===== src/hw/uart_regs_pkg.sv =====
package uart_regs_pkg;

    // ============================================================
    // clock and line rate
    // ============================================================
    localparam int CLK_FREQ   = 25_000_000;
    localparam int BAUD_RATE  = 1_000_000;
    localparam int BAUD_RATIO = CLK_FREQ / BAUD_RATE;   // cycles per bit.
    localparam int BAUD_CNT_W = $clog2(BAUD_RATIO);

    // character framing.
    localparam int DATA_WIDTH  = 8;
    localparam int BIT_CNT_W   = $clog2(DATA_WIDTH);
    localparam int FRAME_BITS  = DATA_WIDTH + 2;        // start, data, stop.
    localparam int FRAME_CNT_W = $clog2(FRAME_BITS);

    // register bank.
    localparam int REG_COUNT = 16;

    // ============================================================
    // types
    // ============================================================
    typedef logic [DATA_WIDTH-1:0]        byte_t;
    typedef logic [$clog2(REG_COUNT)-1:0] reg_addr_t;

    // ============================================================
    // command byte and replies
    // ============================================================
    // bit 7 set selects a write, low nibble is the address.
    localparam int    CMD_WRITE_BIT = 7;
    localparam byte_t CMD_RSVD_MASK = 8'h70;   // must read as zero.

    localparam byte_t REPLY_ACK = 8'hA5;
    localparam byte_t REPLY_NAK = 8'h5A;

endpackage


===== src/hw/bus_ifs.sv =====
`timescale 1ns/1ps

// byte stream, one transfer per cycle with tvalid and tready high.
interface axis_if;

    import uart_regs_pkg::*;

    byte_t tdata;
    logic  tvalid;
    logic  tready;

    modport master (
        output tdata,
        output tvalid,
        input  tready
    );

    modport slave (
        input  tdata,
        input  tvalid,
        output tready
    );

endinterface

// four-phase register port.
interface reg_if;

    import uart_regs_pkg::*;

    logic      req;
    logic      we;
    reg_addr_t addr;
    byte_t     wdata;
    logic      ack;
    byte_t     rdata;

    modport master (
        output req,
        output we,
        output addr,
        output wdata,
        input  ack,
        input  rdata
    );

    modport slave (
        input  req,
        input  we,
        input  addr,
        input  wdata,
        output ack,
        output rdata
    );

endinterface


===== src/hw/axis_uart_rx.sv =====
`timescale 1ns/1ps

module axis_uart_rx (
    input  logic   clk_i,
    input  logic   arstn_i,
    input  logic   rx_i,
    axis_if.master m_axis
);

    import uart_regs_pkg::*;

    typedef enum logic [2:0] {
        IDLE,
        START,
        DATA,
        STOP,
        WAIT
    } rx_state_t;

    rx_state_t             state;
    logic [1:0]            rx_sync;
    logic                  rx_s;
    logic [BAUD_CNT_W-1:0] baud_cnt;
    logic [BIT_CNT_W-1:0]  bit_cnt;
    byte_t                 rx_shift;
    logic                  baud_done;
    logic                  last_bit;
    logic                  fire;

    // two flops against metastability on the line.
    always_ff @(posedge clk_i or negedge arstn_i) begin
        if (!arstn_i) begin
            rx_sync <= 2'b11;
        end else begin
            rx_sync <= {rx_sync[0], rx_i};
        end
    end

    assign rx_s = rx_sync[1];

    // half a bit in START, a full bit everywhere else.
    assign baud_done = (baud_cnt == BAUD_CNT_W'(BAUD_RATIO - 1)) ||
                       ((state == START) && (baud_cnt == BAUD_CNT_W'(BAUD_RATIO / 2 - 1)));
    assign last_bit  = (bit_cnt == BIT_CNT_W'(DATA_WIDTH - 1));
    assign fire      = m_axis.tvalid && m_axis.tready;

    // ============================================================
    // state machine
    // ============================================================
    always_ff @(posedge clk_i or negedge arstn_i) begin
        if (!arstn_i) begin
            state <= IDLE;
        end else begin
            case (state)
                IDLE: begin
                    if (!rx_s) begin
                        state <= START;
                    end
                end
                START: begin
                    if (baud_done) begin
                        state <= rx_s ? IDLE : DATA;   // glitch, not a start bit.
                    end
                end
                DATA: begin
                    if (baud_done && last_bit) begin
                        state <= STOP;
                    end
                end
                STOP: begin
                    if (baud_done) begin
                        state <= IDLE;                  // byte lost if not taken.
                    end else if (fire) begin
                        state <= WAIT;
                    end
                end
                WAIT: begin
                    if (baud_done) begin
                        state <= IDLE;
                    end
                end
                default: state <= IDLE;
            endcase
        end
    end

    always_ff @(posedge clk_i or negedge arstn_i) begin
        if (!arstn_i) begin
            baud_cnt <= '0;
        end else if ((state == IDLE) || baud_done) begin
            baud_cnt <= '0;
        end else begin
            baud_cnt <= baud_cnt + 1'b1;
        end
    end

    always_ff @(posedge clk_i or negedge arstn_i) begin
        if (!arstn_i) begin
            bit_cnt <= '0;
        end else if (state != DATA) begin
            bit_cnt <= '0;
        end else if (baud_done) begin
            bit_cnt <= bit_cnt + 1'b1;
        end
    end

    // lsb first, sampled mid-bit.
    always_ff @(posedge clk_i) begin
        if ((state == DATA) && baud_done) begin
            rx_shift <= {rx_s, rx_shift[DATA_WIDTH-1:1]};
        end
    end

    assign m_axis.tvalid = (state == STOP);
    assign m_axis.tdata  = rx_shift;

    // the byte is offered for one bit time at most.
    assert property (@(posedge clk_i) disable iff (!arstn_i)
        m_axis.tvalid |-> !$past(m_axis.tvalid, BAUD_RATIO));

endmodule


===== src/hw/axis_uart_tx.sv =====
`timescale 1ns/1ps

module axis_uart_tx (
    input  logic  clk_i,
    input  logic  arstn_i,
    axis_if.slave s_axis,
    output logic  tx_o
);

    import uart_regs_pkg::*;

    typedef enum logic [1:0] {
        IDLE,
        SEND,
        STOP
    } tx_state_t;

    tx_state_t              state;
    logic [BAUD_CNT_W-1:0]  baud_cnt;
    logic [FRAME_CNT_W-1:0] bit_cnt;
    logic [FRAME_BITS-1:0]  tx_shift;
    logic                   baud_tick;
    logic                   accept;

    assign s_axis.tready = (state == IDLE);
    assign accept        = s_axis.tvalid && s_axis.tready;
    assign baud_tick     = (baud_cnt == BAUD_CNT_W'(BAUD_RATIO - 1));

    // ============================================================
    // state machine
    // ============================================================
    always_ff @(posedge clk_i or negedge arstn_i) begin
        if (!arstn_i) begin
            state <= IDLE;
        end else begin
            case (state)
                IDLE: begin
                    if (accept) begin
                        state <= SEND;
                    end
                end
                SEND: begin
                    // the last tick of SEND puts the stop bit on the line.
                    if (baud_tick && (bit_cnt == FRAME_CNT_W'(FRAME_BITS - 1))) begin
                        state <= STOP;
                    end
                end
                STOP: begin
                    if (baud_tick) begin
                        state <= IDLE;
                    end
                end
                default: state <= IDLE;
            endcase
        end
    end

    // parked on a tick so the start bit goes out right away.
    always_ff @(posedge clk_i or negedge arstn_i) begin
        if (!arstn_i) begin
            baud_cnt <= BAUD_CNT_W'(BAUD_RATIO - 1);
        end else if (state == IDLE) begin
            baud_cnt <= BAUD_CNT_W'(BAUD_RATIO - 1);
        end else if (baud_tick) begin
            baud_cnt <= '0;
        end else begin
            baud_cnt <= baud_cnt + 1'b1;
        end
    end

    always_ff @(posedge clk_i or negedge arstn_i) begin
        if (!arstn_i) begin
            bit_cnt <= '0;
        end else if (state == IDLE) begin
            bit_cnt <= '0;
        end else if ((state == SEND) && baud_tick) begin
            bit_cnt <= bit_cnt + 1'b1;
        end
    end

    // framed character, start bit in the lsb.
    always_ff @(posedge clk_i) begin
        if (accept) begin
            tx_shift <= {1'b1, s_axis.tdata, 1'b0};
        end else if ((state == SEND) && baud_tick) begin
            tx_shift <= {1'b1, tx_shift[FRAME_BITS-1:1]};
        end
    end

    always_ff @(posedge clk_i or negedge arstn_i) begin
        if (!arstn_i) begin
            tx_o <= 1'b1;   // line idles high.
        end else if ((state == SEND) && baud_tick) begin
            tx_o <= tx_shift[0];
        end
    end

    // every bit stays on the line for a full bit time.
    assert property (@(posedge clk_i) disable iff (!arstn_i)
        (tx_o != $past(tx_o)) |-> ($past(tx_o, BAUD_RATIO) == $past(tx_o)));

endmodule


===== src/hw/uart_cmd_ctrl.sv =====
`timescale 1ns/1ps

module uart_cmd_ctrl (
    input  logic   clk_i,
    input  logic   arstn_i,
    axis_if.slave  rx_axis,
    axis_if.master tx_axis,
    reg_if.master  bus
);

    import uart_regs_pkg::*;

    typedef enum logic [2:0] {
        GET_CMD,
        GET_DATA,
        REQ,
        WAIT_ACK_LOW,
        SEND_REPLY
    } ctrl_state_t;

    ctrl_state_t state;
    byte_t       reply;
    logic        rx_fire;
    logic        tx_fire;
    logic        rsvd_set;
    logic        is_write;

    assign rx_axis.tready = (state == GET_CMD) || (state == GET_DATA);
    assign rx_fire        = rx_axis.tvalid && rx_axis.tready;
    assign tx_fire        = tx_axis.tvalid && tx_axis.tready;

    // command decode.
    assign rsvd_set = |(rx_axis.tdata & CMD_RSVD_MASK);
    assign is_write = rx_axis.tdata[CMD_WRITE_BIT];

    // ============================================================
    // state machine
    // ============================================================
    always_ff @(posedge clk_i or negedge arstn_i) begin
        if (!arstn_i) begin
            state <= GET_CMD;
        end else begin
            case (state)
                GET_CMD: begin
                    if (rx_fire) begin
                        if (rsvd_set) begin
                            state <= SEND_REPLY;   // nak, no data byte follows.
                        end else if (is_write) begin
                            state <= GET_DATA;
                        end else begin
                            state <= REQ;
                        end
                    end
                end
                GET_DATA: begin
                    if (rx_fire) begin
                        state <= REQ;
                    end
                end
                REQ: begin
                    if (bus.ack) begin
                        state <= WAIT_ACK_LOW;
                    end
                end
                WAIT_ACK_LOW: begin
                    if (!bus.ack) begin
                        state <= SEND_REPLY;
                    end
                end
                SEND_REPLY: begin
                    if (tx_fire) begin
                        state <= GET_CMD;
                    end
                end
                default: state <= GET_CMD;
            endcase
        end
    end

    // ============================================================
    // access fields and reply byte
    // ============================================================
    always_ff @(posedge clk_i) begin
        if ((state == GET_CMD) && rx_fire) begin
            bus.addr <= reg_addr_t'(rx_axis.tdata);
            bus.we   <= is_write;
            if (rsvd_set) begin
                reply <= REPLY_NAK;
            end
        end
        if ((state == GET_DATA) && rx_fire) begin
            bus.wdata <= rx_axis.tdata;
        end
        if ((state == REQ) && bus.ack) begin
            reply <= bus.we ? REPLY_ACK : bus.rdata;
        end
    end

    assign bus.req        = (state == REQ);
    assign tx_axis.tvalid = (state == SEND_REPLY);
    assign tx_axis.tdata  = reply;

    // the bank must answer before the request is withdrawn.
    assert property (@(posedge clk_i) disable iff (!arstn_i)
        $fell(bus.req) |-> bus.ack);

endmodule


===== src/hw/reg_bank.sv =====
`timescale 1ns/1ps

module reg_bank (
    input  logic clk_i,
    input  logic arstn_i,
    reg_if.slave bus
);

    import uart_regs_pkg::*;

    byte_t regs [REG_COUNT];
    logic  req_rise;

    // ack follows req by a cycle, so req high with ack low is a new request.
    assign req_rise = bus.req && !bus.ack;

    always_ff @(posedge clk_i or negedge arstn_i) begin
        if (!arstn_i) begin
            bus.ack <= 1'b0;
            for (int i = 0; i < REG_COUNT; i++) begin
                regs[i] <= '0;
            end
        end else begin
            bus.ack <= bus.req;
            if (req_rise && bus.we) begin
                regs[bus.addr] <= bus.wdata;
            end
        end
    end

    // read data settles together with ack.
    always_ff @(posedge clk_i) begin
        if (req_rise) begin
            bus.rdata <= regs[bus.addr];
        end
    end

    assert property (@(posedge clk_i) disable iff (!arstn_i)
        $rose(bus.ack) |-> bus.req);

endmodule


===== src/hw/uart_regs_top.sv =====
`timescale 1ns/1ps

module uart_regs_top (
    input  logic clk_i,
    input  logic arstn_i,
    input  logic rx_i,
    output logic tx_o
);

    axis_if rx_axis ();
    axis_if tx_axis ();
    reg_if  reg_bus ();

    // ============================================================
    // serial line to command stream and back
    // ============================================================
    axis_uart_rx u_rx (
        .clk_i   (clk_i),
        .arstn_i (arstn_i),
        .rx_i    (rx_i),
        .m_axis  (rx_axis)
    );

    uart_cmd_ctrl u_ctrl (
        .clk_i   (clk_i),
        .arstn_i (arstn_i),
        .rx_axis (rx_axis),
        .tx_axis (tx_axis),
        .bus     (reg_bus)
    );

    axis_uart_tx u_tx (
        .clk_i   (clk_i),
        .arstn_i (arstn_i),
        .s_axis  (tx_axis),
        .tx_o    (tx_o)
    );

    reg_bank u_regs (
        .clk_i   (clk_i),
        .arstn_i (arstn_i),
        .bus     (reg_bus)
    );

endmodule


===== config.mk =====
export PLATFORM = sky130hd
export DESIGN_NAME = uart_regs_top
export DESIGN_NICKNAME = d
export VERILOG_FILES = /design/src/hw/uart_regs_pkg.sv /design/src/hw/bus_ifs.sv /design/src/hw/axis_uart_rx.sv /design/src/hw/axis_uart_tx.sv /design/src/hw/uart_cmd_ctrl.sv /design/src/hw/reg_bank.sv /design/src/hw/uart_regs_top.sv
export SDC_FILE = /design/constraint.sdc
export NUM_CORES = 1
export LEC_CHECK = 0
export BUFFER_PORTS_ARGS = -buffer_cell sky130_fd_sc_hd__buf_2
export CELL_PAD_IN_SITES_DETAIL_PLACEMENT = 0
export CELL_PAD_IN_SITES_GLOBAL_PLACEMENT = 1
export CORE_ASPECT_RATIO = 0.75
export CORE_MARGIN = 3
export CORE_UTILIZATION = 41
export DETAILED_ROUTE_END_ITERATION = 6
export HOLD_SLACK_MARGIN = 0.15
export PLACE_DENSITY_LB_ADDON = 0.1
export SLEW_MARGIN = 20
export SYNTH_ARGS = -nofsm -noshare
export SYNTH_HDL_FRONTEND = slang
export SYNTH_SLANG_ARGS = --single-unit

===== constraint.sdc =====
create_clock -name clk_i -period 3.2 [get_ports clk_i]
set_clock_uncertainty 0.1 [all_clocks]
set_input_delay 0.32 -clock clk_i [delete_from_list [all_inputs] [get_ports clk_i]]
set_output_delay 0.32 -clock clk_i [all_outputs]
set_load 0.01 [all_outputs]

# After elaboration in Yosys (flattened, before gate mapping)

Cells that the tools add are included.
Widths: inputs -> output; s select.

Flip-flop bits (word level): 203
Input bits: 3
Output and inout bits: 1
Logic and storage cells: 139

Add/subtract/negate cells: 4
Order comparisons: 2
Equal/unequal tests: 29
Muxes and demuxes: 39
Bitwise operators: 1
Reductions and logical operators: 30

Operators by type and width:

| kind                | count |
|---|---|
| $bwmux 128          | 1 |
| $mux 8              | 7 |
| $mux 3              | 14 |
| $bmux 8 s4          | 1 |
| $demux 8 s4         | 1 |
| $pmux 3 s5          | 2 |
| $mux 9              | 2 |
| $mux 5              | 3 |
| $ne 2x1->1 const B  | 7 |
| $logic_and 1x1->1   | 13 |
| $eq 3x2->1 const B  | 4 |
| $add 5x1->5 const B | 2 |
| $eq 5x5->1 const B  | 2 |
| $mux 2              | 5 |
| $ne 2x2->1 const B  | 5 |
| $reduce_and 5->1    | 2 |
| $reduce_bool 2->1   | 5 |
| $eq 3x3->1 const B  | 3 |
| $mux 4              | 2 |
| $eq 3x1->1 const B  | 2 |
| $logic_not 3->1     | 2 |
| $pmux 2 s3          | 1 |
| $eq 5x4->1 const B  | 1 |
| $ge 5x5->1 const B  | 1 |
| other kinds (15)    | 17 |

# Longest topological paths before layout

Depth after elaboration: 6
Mapped depth: 6
Depth with buffers taken out: 6

# By module

From an unflattened synthesis, not the netlist that was laid out.

Cell total of the unflattened synthesis: 594
Area, all modules: 9111.2 µm²

By module, submodules not included:

| module        | times used | cells an instance | area an instance (µm²) | sequential area each (µm²) |
|---|---|---|---|---|
| reg_bank      | 1          | 374               | 6224.7                 | 3468.3 |
| axis_uart_tx  | 1          | 82                | 1004.7                 | 564.3 |
| uart_cmd_ctrl | 1          | 67                | 965.9                  | 705.7 |
| axis_uart_rx  | 1          | 71                | 915.9                  | 568.0 |

# Worst setup path before layout

Ideal clock, no wire load.

Kind: register to register
Start: register u_ctrl.state[2]
End: register u_regs.regs[16] (netlist name)
Library setup time: 125 ps
Arrival: 2181 ps
Data required time: 2975 ps
Path slack: 794 ps
Cell stages (with the launch flop): 7
Path buffers: 2
Clock period less this slack: 2406 ps
Path through: dfrtp_1 -> buf_6 -> nor4b_4 -> nand3_4 -> or3_1 -> buf_6 -> mux2_4

Cells in the longest elaborated chain, start to end: 3

RTL lines:

| item                           | line                | source |
|---|---|---|
| start: declaration             | uart_cmd_ctrl.sv:21 | `ctrl_state_t state;` |
| start signal: assignment       | uart_cmd_ctrl.sv:41 | `state <= GET_CMD;` |
| start signal: assignment       | uart_cmd_ctrl.sv:47 | `state <= SEND_REPLY;` |
| start signal: assignment       | uart_cmd_ctrl.sv:49 | `state <= GET_DATA;` |
| $eq 3x2->1                     | uart_cmd_ctrl.sv:99 | `assign bus.req = (state == REQ);` |
| $logic_and 1x1->1              | reg_bank.sv:15      | `assign req_rise = bus.req && !bus.ack;` |
| $logic_and 1x1->1              | reg_bank.sv:25      | `if (req_rise && bus.we) begin` |
| end signal: indexed assignment | reg_bank.sv:26      | `regs[bus.addr] <= bus.wdata;` |
| end: declaration               | reg_bank.sv:11      | `byte_t regs [REG_COUNT];` |

Every way passes these cells.
A chain may end at the register's enable or synchronous reset.

# Final worst setup path

Start: register u_ctrl.state[2]
End: register u_regs.regs[122] (netlist name)

The elaborated chain is that of the path after synthesis.

==> results.cfg <==
[drt]
drcViolationCount = 0
drtIter0Drc = 286
routed_wl_mm = 18.7
vias = 4788
ant_nets = 0
firstDrtPassIters = 4
avgViaCountPerCell = 5.35
wl_per_cell_um = 20.9

[clocking]
cts_setup_buffers = 0
clk_latency_ns = 0.49
cts.clk_slew.worst_paths_ns = 0.06
cts-root-buf = clkbuf_16
clock_sinks = 203
cts_tree = done
cts_resized = 0
cts_max_path_buffers = 3
cts_max_level = 1
numCtsBuffers = 21
cts_hold_buf = 2

[worst_setup_path]
arrival_ns = 2.77
cp-start-kind = flop
worstPathRequired_ns = 3.47
critPathMaxFanout = 8
setup.worst_path.class = flop to flop
end_kind = flop

[finish]
antennaDiodeCount = 0
design_area_um2 = 10100
finalNonFillerCells = 895
syn2layout_area_growth_pct = 11.7
drive_gt1_share_pct = 38.2
finalNetCount = 604

[timing]
fin_crit_sh_pct = 78.2
period_needed_ns = 2.50
setup_violations = 0
max_freq_mhz = 400
setup_ws_ns = 0.698
slew_headroom_pct = 44.4
finalHoldViolations = 0
tightest_slew_ns = 0.834
drv_slew = 0
fin_setup_tns_ns = 0
rsz0062_at_grt = false

[synthesis]
syn_area_per_cell_um2 = 15.5
synth.distinct_cells = 57
async_reset_ff_share_pct = 77.3
synth.largest_area_cell = dfrtp_1
synth_nets = 594
yosysSeqAreaShare_pct = 58.7
yosysWarnings = 0
ys_ff_latch = 203
synthCells = 583
synth_flop_cell = dfrtp_1
synth_area_leaders = dfrtp_1 42%, edfxtp_1 15%, mux2_2 12%
synthDominantCellAreaShare_pct = 42.1
synth_edf_count = 45
synth_area_um2 = 9040

[power]
leakagePower_nw = 4.58
p_comb_share_pct = 14.0
p_clk_share_pct = 36.9
irDropWorstVdd_mv = 0.390
switchingPower_mw = 1.71
p_int_mw = 4.98
swShare_pct = 25.5
seq_power_share_pct = 49.0
power.density_nw_per_um2 = 662

[global_routing]
grt_use_met3_pct = 2.47
grt_max_degree = 87
met1_usage_pct = 25.9
grt_pass1_vias = 4944
top_usage_layer = met1
antenna_found_initial = 0
grt_use_total_pct = 16.4
overflow = 0
grt_pass1_wl_mm = 30.1
use_met2_pct = 24.3

[floorplan]
ioPinCount = 4
dieWidth_um = 178
start_util_pct = 42.2
die_area_um2 = 23900
core_um2 = 21400
die_h_um = 135
fp-row-count = 46

[min_path]
hold_class = flop to flop

[placed_design]
place.gp.congestion = 0.727
dp_cells = 856
placed_cell_area_um2 = 9380
hpwl_mm = 12.0
dp_slack_ns = 0.685
io_buffer_count = 3

[run]
drv_cap = 0

[status]
outcome = finished clean
[sequential cells by signal, summed over array words and instances (netlist names)]
register / count
u_tx.tx_o: 1
u_rx.bit_cnt: 3
u_tx.tx_shift: 9
u_ctrl.state: 3
u_regs.bus.ack: 1
u_rx.m_axis.tdata: 8
u_rx.rx_sync: 2
u_ctrl.bus.wdata: 8
u_ctrl.bus.addr: 4
u_tx.baud_cnt: 5
u_tx.bit_cnt: 4
u_tx.state: 2
u_regs.bus.rdata: 8
u_ctrl.tx_axis.tdata: 8
u_ctrl.bus.we: 1
u_regs.regs: 128
u_rx.baud_cnt: 5
u_rx.state: 3
[final timing paths]
kind | endpoint | slack (ns) | startpoint | cells after the start
worst max-delay path | u_regs.regs[122] | 0.70 | u_ctrl.state[2] | 4
worst min-delay path | u_rx.rx_sync[1] | 0.26 | u_rx.rx_sync[0] | 0
worst max register to register | u_regs.regs[122] | 0.70 | u_ctrl.state[2] | 4
worst min register to register | u_rx.rx_sync[1] | 0.26 | u_rx.rx_sync[0] | 0
max in group asynchronous | u_regs.regs[30] | 1.75 | arstn_i | 3
min in group asynchronous | u_tx.baud_cnt[0] | 0.34 | arstn_i | 2
[layer usage]
layer | vias to the layer above | wire [µm] | share of wire [%]
met5 | - | 0 | 0
met4 | 0 | 320 | 1.7
met3 | 23 | 537 | 2.9
met2 | 60 | 8430 | 45
met1 | 2522 | 9440 | 50
li1 | 2183 | - | -
[Yosys cell counts (all sizes together) (3+ instances only)]
cell type,count
dfrtp,152
mux2,129
edfxtp,45
mux4,32
nor2,25
clkbuf,19
inv,17
a22oi,16
nand2,16
nor3,16
buf,14
ha,8
a22o,7
nand3,7
o21ai,7
dfstp,5
mux2i,5
or3,5
xor2,5
nand2b,4
o21a,4
xnor2,4
a21oi,3
and2,3
or2,3
or4,3
[power by group through the flow]
| stage | clock (mW) | sequential (mW) | combinational, mW |
|---|---|---|---|
| floorplan | 0 | 3.23 | 0.761 |
| global placement | 0 | 3.31 | 0.922 |
| detailed placement | 0 | 3.32 | 0.952 |
| CTS | 2.54 | 3.28 | 0.955 |
| global route | 2.66 | 3.32 | 1.05 |
| finish | 2.47 | 3.28 | 0.938 |
[cells by family (layout without fill, tap and decap cells)]
family | after synthesis | after routing | share of synthesized area [%]
flip-flops | 203 | 203 | 58.7
multiplexers | 166 | 166 | 25.9
AND/OR/NAND/NOR | 98 | 98 | 6.93
buffers and inverters | 50 | 74 | 2.60
AO/OA/AOI/OAI | 49 | 49 | 3.92
XOR/XNOR | 9 | 9 | 0.871
adder cells (fa/ha/maj) | 8 | 8 | 1.11
[per-stage QoR]
stage / power (mW) / hold slack (ns) / util, %
3_3_place_gp: 4.23 / 0.247 / 43.8
6_report: 6.68 / 0.258 / 47.2
3_5_place_dp: 4.27 / 0.249 / 43.8
4_1_cts: 6.78 / 0.262 / 47.2
5_1_grt: 7.04 / 0.266 / 47.2
2_1_floorplan: 3.99 / -0.0756 / -
[cell type report]
| type | instances | area, µm² |
|---|---|---|
| clock inverters | 7 | 90.1 |
| fillers | 1899 | 11300 |
| clock buffers | 30 | 609 |
| inverters | 17 | 63.8 |
| multi-input cells | 330 | 3500 |
| well taps | 288 | 360 |
| repair buffers | 20 | 166 |
| flip-flops and latches | 203 | 5310 |
[worst max-delay path, cell delays in order, from the launching register on]
cell      delay [ns]
dfrtp_1         0.49
nor4b_4         0.49
nand3b_4        0.18
or4_1           0.72
mux2_4          0.40
[cell usage in the layout, fill, tap and decap left out, types with 6 or more instances in the layout]
| cell type | synthesis | routed |
|---|---|---|
| nand2_1 | 16 | 16 |
| a22oi_1 | 16 | 16 |
| buf_4 | 0 | 14 |
| nor2_1 | 25 | 25 |
| dfrtp_1 | 152 | 152 |
| clkbuf_16 | 0 | 21 |
| mux4_2 | 32 | 32 |
| o21ai_0 | 7 | 7 |
| nand3_1 | 6 | 6 |
| nor3_1 | 9 | 9 |
| inv_1 | 17 | 17 |
| mux2_2 | 97 | 97 |
| ha_1 | 8 | 8 |
| mux2_4 | 32 | 32 |
| edfxtp_1 | 45 | 45 |
| a22o_1 | 7 | 7 |
Power figures use the tool's default switching activity.
